**src/rtl/routerPkg.sv**
```systemverilog
package routerPkg;

  localparam int NumPorts = 5;
  localparam int FlitWidth = 16;
  localparam int FlitIdWidth = 3;
  localparam int PktLenWidth = 12;
  localparam int GrantWidth = NumPorts + 1;

  // flit id that marks the header of a packet.
  localparam logic [FlitIdWidth-1:0] FlitIdHeader = 3'b001;

  // id in the top bits, length in the low bits.
  typedef logic [FlitWidth-1:0] flitT;
  typedef logic [FlitIdWidth-1:0] flitIdT;

  // packet length in clock cycles.
  typedef logic [PktLenWidth-1:0] pktLenT;

  // one-hot grant, bit 0 is idle.
  typedef logic [GrantWidth-1:0] portSelT;

  typedef enum portSelT {
    ArbIdle  = 6'b000001,
    ArbLocal = 6'b000010,
    ArbNorth = 6'b000100,
    ArbEast  = 6'b001000,
    ArbWest  = 6'b010000,
    ArbSouth = 6'b100000
  } arbStateT;

endpackage

```
**src/rtl/portBundleIf.sv**
```systemverilog
`timescale 1ns/1ps

interface portBundleIf;

  // indexed local, north, east, west, south.
  routerPkg::flitT flit [routerPkg::NumPorts];
  logic [routerPkg::NumPorts-1:0] req;
  routerPkg::flitIdT flitId [routerPkg::NumPorts];
  routerPkg::pktLenT length [routerPkg::NumPorts];

  modport stage (
    output flit,
    output req,
    output flitId,
    output length
  );

  modport arb (
    input req,
    input flitId,
    input length
  );

  // crossbar only needs the payload.
  modport xbar (
    input flit
  );

endinterface

```
**src/rtl/crossbarStage.sv**
```systemverilog
`timescale 1ns/1ps

module crossbarStage (
  input  logic               clk,
  input  logic               rst,
  portBundleIf.xbar          bundle,
  input  routerPkg::portSelT grant,
  output routerPkg::flitT    outFlit,
  output routerPkg::portSelT outPort,
  output logic               outValid
);

  routerPkg::flitT flitDly [routerPkg::NumPorts];
  routerPkg::flitT selFlit;

  // lines the flits up with the grant.
  always_ff @(posedge clk)
  begin
    for (int i = 0; i < routerPkg::NumPorts; i++)
    begin
      flitDly[i] <= bundle.flit[i];
    end
  end

  // and-or mux, idle gives zero.
  always_comb
  begin
    selFlit = '0;
    for (int i = 0; i < routerPkg::NumPorts; i++)
    begin
      if (grant[i+1])
      begin
        selFlit |= flitDly[i];
      end
    end
  end

  always_ff @(posedge clk)
  begin
    if (rst)
    begin
      outFlit <= '0;
      outPort <= '0;
      outValid <= 1'b0;
    end
    else
    begin
      outFlit <= selFlit;
      outPort <= grant;
      outValid <= (grant != routerPkg::ArbIdle);
    end
  end

endmodule

```
**src/rtl/grantTimer.sv**
```systemverilog
`timescale 1ns/1ps

module grantTimer (
  input  logic              clk,
  input  logic              rst,
  input  routerPkg::flitIdT flitId,
  input  routerPkg::pktLenT length,
  input  logic              runTimer,
  output logic              timesUp
);

  routerPkg::pktLenT limit;
  routerPkg::pktLenT count;

  always_ff @(posedge clk)
  begin
    if (rst)
    begin
      limit <= '0;
      count <= '0;
    end
    else
    begin
      // length is only meaningful in a header.
      if (flitId == routerPkg::FlitIdHeader)
      begin
        limit <= length;
      end
      if (runTimer)
      begin
        count <= count + 12'd1;
      end
      else
      begin
        count <= '0;
      end
    end
  end

  assign timesUp = (count == limit);

endmodule

```
**src/rtl/portRegister.sv**
```systemverilog
`timescale 1ns/1ps

module portRegister (
  input  logic              clk,
  input  logic              rst,
  input  routerPkg::flitT   lFlit,
  input  routerPkg::flitT   nFlit,
  input  routerPkg::flitT   eFlit,
  input  routerPkg::flitT   wFlit,
  input  routerPkg::flitT   sFlit,
  input  logic              lReq,
  input  logic              nReq,
  input  logic              eReq,
  input  logic              wReq,
  input  logic              sReq,
  portBundleIf.stage        bundle
);

  always_ff @(posedge clk)
  begin
    if (rst)
    begin
      for (int i = 0; i < routerPkg::NumPorts; i++)
      begin
        bundle.flit[i] <= '0;
      end
      bundle.req <= '0;
    end
    else
    begin
      bundle.flit[0] <= lFlit;
      bundle.flit[1] <= nFlit;
      bundle.flit[2] <= eFlit;
      bundle.flit[3] <= wFlit;
      bundle.flit[4] <= sFlit;
      bundle.req <= {sReq, wReq, eReq, nReq, lReq};
    end
  end

  // header fields for the timers.
  always_comb
  begin
    for (int i = 0; i < routerPkg::NumPorts; i++)
    begin
      bundle.flitId[i] =
        bundle.flit[i][routerPkg::FlitWidth-1 -: routerPkg::FlitIdWidth];
      bundle.length[i] = bundle.flit[i][routerPkg::PktLenWidth-1:0];
    end
  end

endmodule

```
**src/rtl/routerArbTop.sv**
```systemverilog
`timescale 1ns/1ps

module routerArbTop (
  input  logic               clk,
  input  logic               rst,
  input  routerPkg::flitT    lFlit,
  input  routerPkg::flitT    nFlit,
  input  routerPkg::flitT    eFlit,
  input  routerPkg::flitT    wFlit,
  input  routerPkg::flitT    sFlit,
  input  logic               lReq,
  input  logic               nReq,
  input  logic               eReq,
  input  logic               wReq,
  input  logic               sReq,
  output routerPkg::portSelT grant,
  output routerPkg::flitT    outFlit,
  output routerPkg::portSelT outPort,
  output logic               outValid
);

  portBundleIf bundle ();

  // stage 1.
  portRegister portReg (
    .clk    (clk),
    .rst    (rst),
    .lFlit  (lFlit),
    .nFlit  (nFlit),
    .eFlit  (eFlit),
    .wFlit  (wFlit),
    .sFlit  (sFlit),
    .lReq   (lReq),
    .nReq   (nReq),
    .eReq   (eReq),
    .wReq   (wReq),
    .sReq   (sReq),
    .bundle (bundle.stage)
  );

  // stage 2.
  switchArbiter arbiter (
    .clk    (clk),
    .rst    (rst),
    .bundle (bundle.arb),
    .grant  (grant)
  );

  // stage 3.
  crossbarStage xbar (
    .clk      (clk),
    .rst      (rst),
    .bundle   (bundle.xbar),
    .grant    (grant),
    .outFlit  (outFlit),
    .outPort  (outPort),
    .outValid (outValid)
  );

endmodule

```
**src/rtl/switchArbiter.sv**
```systemverilog
`timescale 1ns/1ps

module switchArbiter (
  input  logic               clk,
  input  logic               rst,
  portBundleIf.arb           bundle,
  output routerPkg::portSelT grant
);

  routerPkg::arbStateT state;
  routerPkg::arbStateT nextState;
  logic [routerPkg::NumPorts-1:0] runTimer;
  logic [routerPkg::NumPorts-1:0] timesUp;
  logic [2:0] curIdx;
  logic [2:0] rotStart;
  logic granted;

  // first requester among span ports, from start on in rotation.
  function automatic routerPkg::arbStateT pickNext(
    input logic [routerPkg::NumPorts-1:0] reqs,
    input int start,
    input int span
  );
    routerPkg::arbStateT pick;
    int idx;
    pick = routerPkg::ArbIdle;
    for (int off = routerPkg::NumPorts - 1; off >= 0; off--)
    begin
      idx = (start + off) % routerPkg::NumPorts;
      if (off < span && reqs[idx])
      begin
        pick = routerPkg::arbStateT'(routerPkg::portSelT'(2) << idx);
      end
    end
    return pick;
  endfunction

  for (genvar p = 0; p < routerPkg::NumPorts; p++)
  begin : gTimer
    grantTimer timer (
      .clk      (clk),
      .rst      (rst),
      .flitId   (bundle.flitId[p]),
      .length   (bundle.length[p]),
      .runTimer (runTimer[p]),
      .timesUp  (timesUp[p])
    );
  end

  // index of the granted port.
  always_comb
  begin
    granted = 1'b1;
    curIdx = 3'd0;
    case (state)
      routerPkg::ArbLocal:
      begin
        curIdx = 3'd0;
      end
      routerPkg::ArbNorth:
      begin
        curIdx = 3'd1;
      end
      routerPkg::ArbEast:
      begin
        curIdx = 3'd2;
      end
      routerPkg::ArbWest:
      begin
        curIdx = 3'd3;
      end
      routerPkg::ArbSouth:
      begin
        curIdx = 3'd4;
      end
      default:
      begin
        granted = 1'b0;
      end
    endcase
  end

  assign rotStart = (curIdx == 3'(routerPkg::NumPorts - 1)) ? 3'd0 : curIdx + 3'd1;

  always_comb
  begin
    runTimer = '0;
    nextState = state;
    if (!granted)
    begin
      nextState = pickNext(bundle.req, 0, routerPkg::NumPorts);
    end
    else if (bundle.req[curIdx] && !timesUp[curIdx])
    begin
      runTimer[curIdx] = 1'b1;
      nextState = state;
    end
    else
    begin
      // the current port is skipped.
      nextState = pickNext(bundle.req, rotStart, routerPkg::NumPorts - 1);
    end
  end

  always_ff @(posedge clk)
  begin
    if (rst)
    begin
      state <= routerPkg::ArbIdle;
    end
    else
    begin
      state <= nextState;
    end
  end

  assign grant = state;

endmodule

```
**config.mk**
```make
export PLATFORM = sky130hd
export DESIGN_NAME = routerArbTop
export DESIGN_NICKNAME = d
export VERILOG_FILES = /design/src/rtl/routerPkg.sv /design/src/rtl/portBundleIf.sv /design/src/rtl/crossbarStage.sv /design/src/rtl/grantTimer.sv /design/src/rtl/portRegister.sv /design/src/rtl/routerArbTop.sv /design/src/rtl/switchArbiter.sv
export SDC_FILE = /design/constraint.sdc
export NUM_CORES = 1
export LEC_CHECK = 0
export ABC_CLOCK_PERIOD_IN_PS = 12200
export BUFFER_PORTS_ARGS = -buffer_cell sky130_fd_sc_hd__buf_4
export CORE_MARGIN = 4
export CORE_UTILIZATION = 45
export CTS_CLUSTER_DIAMETER = 50
export DETAILED_ROUTE_END_ITERATION = 10
export GPL_TIMING_DRIVEN = 0
export PLACE_DENSITY = 0.72
export SETUP_SLACK_MARGIN = 0.1
export SLEW_MARGIN = 20
export SYNTH_ARGS = -nofsm -noshare
export SYNTH_HDL_FRONTEND = slang
export SYNTH_SLANG_ARGS = --single-unit
```
**constraint.sdc**
```tcl
create_clock -name clk -period 12.2 [get_ports clk]
set_input_delay 2.44 -clock clk [delete_from_list [all_inputs] [get_ports clk]]
set_output_delay 2.44 -clock clk [all_outputs]
set_load 0.03 [all_outputs]
```
==> results.json <==
{
  "status": "finished clean",
  "synth-seq-area-share": 0.531,
  "fp-row-count": 59,
  "worst_setup_hold_path_clk_slew_ps": 60,
  "crit-reg2reg-launch": "arbiter.grant[5]",
  "die_width_um": 170,
  "number_of_synthesized_flops_with_an_enable_pin": 0,
  "max_stage_delay_ps": 570,
  "count_of_boundary_i_o_pins": 116,
  "nets": 1432,
  "detailedRoute.firstIterationViolations": 758,
  "antenna_violating_nets_post_route": 0,
  "initial_core_util": 0.456,
  "finalHoldViolCount": 0,
  "final.setup.worst_slack_ps": 6040,
  "cts_made_buffers": 31,
  "synthesis.area_per_instance_sq_um": 10.0,
  "tritoncts_clock_tree": "built",
  "critical_path_required_ps": 12700,
  "synth_top_area_cell": "dfxtp_1",
  "cts.path.max_buffers": 3,
  "synth.lib_cells_used.distinct": 67,
  "power_leakage_uw": 0.00587,
  "min-delay-path-class": "flop to flop",
  "vdd_drop_max_v": 0.000107,
  "ctsResizeCount": 0,
  "synth_commonest_cells": "dfxtp_1 (314), nor2_1 (149), nor2b_1 (97)",
  "wl_per_cell_um": 18.7,
  "rsz0062_at_grt": "no",
  "synth_seq_cells": 314,
  "cp.arrival_ps": 6650,
  "cellPowerDensity_mw_per_mm2": 180,
  "finalSetupViolCount": 0,
  "syn-cell-area_sq_mm": 0.0118,
  "grtUsageTotal": 0.211,
  "placed_cell_area_sq_mm": 0.0131,
  "grt_overflow_total": 0,
  "cts.hold.buffers_added": 0,
  "clock-skew-final_ps": 13.4,
  "diodes": 0,
  "gp_congestion": 0.945,
  "report.final.slew_viol_count": 0,
  "synthCells": 1179,
  "die_area_sq_mm": 0.0290,
  "dr_total_vias": 9056,
  "path_max_fanout": 10,
  "drc": 0,
  "htreeDepth": 1,
  "async_flop_share": 0,
  "maxCapViolations": 0,
  "place_ws_ps": 6210,
  "core_region_area_sq_mm": 0.0260,
  "synth_top_area_share": 0.531,
  "r2r.worst_path.cells": 20,
  "mappedNetlistNets": 1284,
  "yosysMostFrequentCell": "dfxtp_1",
  "die_height_um": 170,
  "grt_first_pass_wirelength_mm": 48.5,
  "worst_setup_path_start_kind": "flop",
  "setup-tns-final_ps": 0,
  "drt_wl_total_mm": 31.5,
  "drt_pre_antenna_iters": 8,
  "critical_path.cell_chain": "clkbuf_1 -> nor4_1 -> and2_1 -> buf_2 -> inv_2 -> ha_1 -> nor3b_1 -> nand2_1 -> o21ai_0 -> inv_1 -> ha_1 -> nand2b_1 -> a22oi_1 -> xnor2_1 -> o221ai_1 -> a21oi_1 -> mux2i_1 -> or4_1 -> o32ai_1 -> a22o_1",
  "clock_sink_count": 314,
  "grt_pass1_vias": 8787,
  "hold_start": "portReg.bundle.flit[12]",
  "proportion_of_layout_cells_with_a_drive_suffix_above_1": 0.142,
  "worst_setup_path_startpoint": "arbiter.grant[5]",
  "finish.cell_count_without_fillers": 1685,
  "max-slew-margin-rel": 0.268,
  "tightest_slew_ps": 1090,
  "area_growth_pct": 19.8,
  "cts_root_buf": "clkbuf_16",
  "synth_area_leaders": "dfxtp_1 (53%), xor2_1 (7.1%), mux2i_1 (5.7%), nor2b_1 (5.1%), nor2_1 (4.7%)",
  "clock.fmax_ghz": 0.162,
  "average_via_count_per_standard_cell": 5.37,
  "timing.critical_path.slowest_stage_cell": "a21oi_1",
  "clock_latency_ps": 560,
  "hold-worst-slack_ps": 327,
  "worstSetupEndpointType": "flop",
  "number_of_placed_instances_with_taps_included": 1629,
  "postSynth.topFlopCell": "dfxtp_1",
  "fin_crit_ps": 6160,
  "worstSetupPathType": "flop to flop",
  "numPortBuffers": 115,
  "postCtsSetupRepairBufs": 0,
  "number_of_antenna_violations_at_the_first_check_in_global_routing": 0,
  "synth_warnings": 0,
  "dp_hpwl_mm": 23.4,
  "critical-path-top-cell-by-count": "ha_1",
  "design_area_sq_mm": 0.0142,
  "timing.final.crit_share": 0.505,
  "pin_count_of_the_biggest_net_entering_global_routing": 17,
  "holdPathStages": 0
}
per-layer routing:
metal  global-route usage  part of all wire  routed length [um]  up-vias
li1                     -                 -                   -     4352
met1                0.289              0.43               13500     4304
met2                0.340              0.46               14600      341
met3               0.0376             0.076                2410       59
met4               0.0667             0.029                 904        0
met5                    0                 0                   0        -
cell usage in the layout (no fill, tap or decap), drive strengths merged, types with 7 or more instances in the layout:
master	n
ha	18
xnor2	23
xor2	96
a22oi	17
a222oi	16
nor3	10
buf	123
clkinv	8
nand4	11
mux2i	67
nor2	150
nor4	24
nand2	43
and3	27
inv	21
dfxtp	314
nor3b	7
o21ai	16
nand3	44
nor2b	97
a21oi	39
nand2b	10
clkbuf	90
logic make-up (layout without fill, tap and decap cells):
family | Yosys count | after routing | share of synthesized area
mux | 68 | 68 | 0.0576
buf+inv | 75 | 246 | 0.0255
simple gates | 443 | 443 | 0.193
xor+xnor | 119 | 119 | 0.0880
flops | 314 | 314 | 0.531
compound gates | 142 | 142 | 0.0865
fa+ha+maj | 18 | 18 | 0.0190
flip-flops by register name, summed over array words and instances, names as in the netlist:
signal / flops
arbiter.gTimer.timer.limit: 60
xbar.outValid: 1
portReg.bundle.flit: 80
xbar.outFlit: 16
xbar.flitDly: 80
xbar.outPort: 6
arbiter.gTimer.timer.count: 60
portReg.bundle.req: 5
arbiter.grant: 6
worst max-delay path: cells and delay by family, from the launching register on:
kind,cells,cell delay (ps)
adder cells (fa/ha/maj),2,560
AND/OR/NAND/NOR,6,1650
multiplexers,1,220
XOR/XNOR,1,190
buffers and inverters,4,820
flip-flops,1,320
AO/OA/AOI/OAI,6,2350
where the power goes:
group	leakage, uW	total (uW)	switching (uW)	internal, uW
combinational	0.00277	473	298	175
sequential	0.00258	1100	28.5	1080
clock	0.000522	971	404	567
total	0.00587	2550	731	1820
per-stage QoR:
stage / utilization / total power, uW
floorplan: - / 1430
global placement: 0.505 / 1590
detailed placement: 0.505 / 1590
CTS: 0.546 / 2550
global route: 0.546 / 2640
finish: 0.546 / 2550
final timing paths:
path                          to  slack [ps]
max reg2reg     arbiter.grant[1]        6040
min reg2reg  xbar.flitDly[0][76]         330
max             arbiter.grant[1]        6040
min          xbar.flitDly[0][76]         330
layout make-up:
cell class              count  area, sq um
well taps                 335          419
clock buffers              40          860
repair buffers            115          863
flip-flops and latches    314         6290
clock inverters            16          198
fillers                  2326        11800
plain buffers              58          238
inverters                  17         63.8
multi-input cells         790         5260
Note: power is estimated with default switching activity, not from simulation.
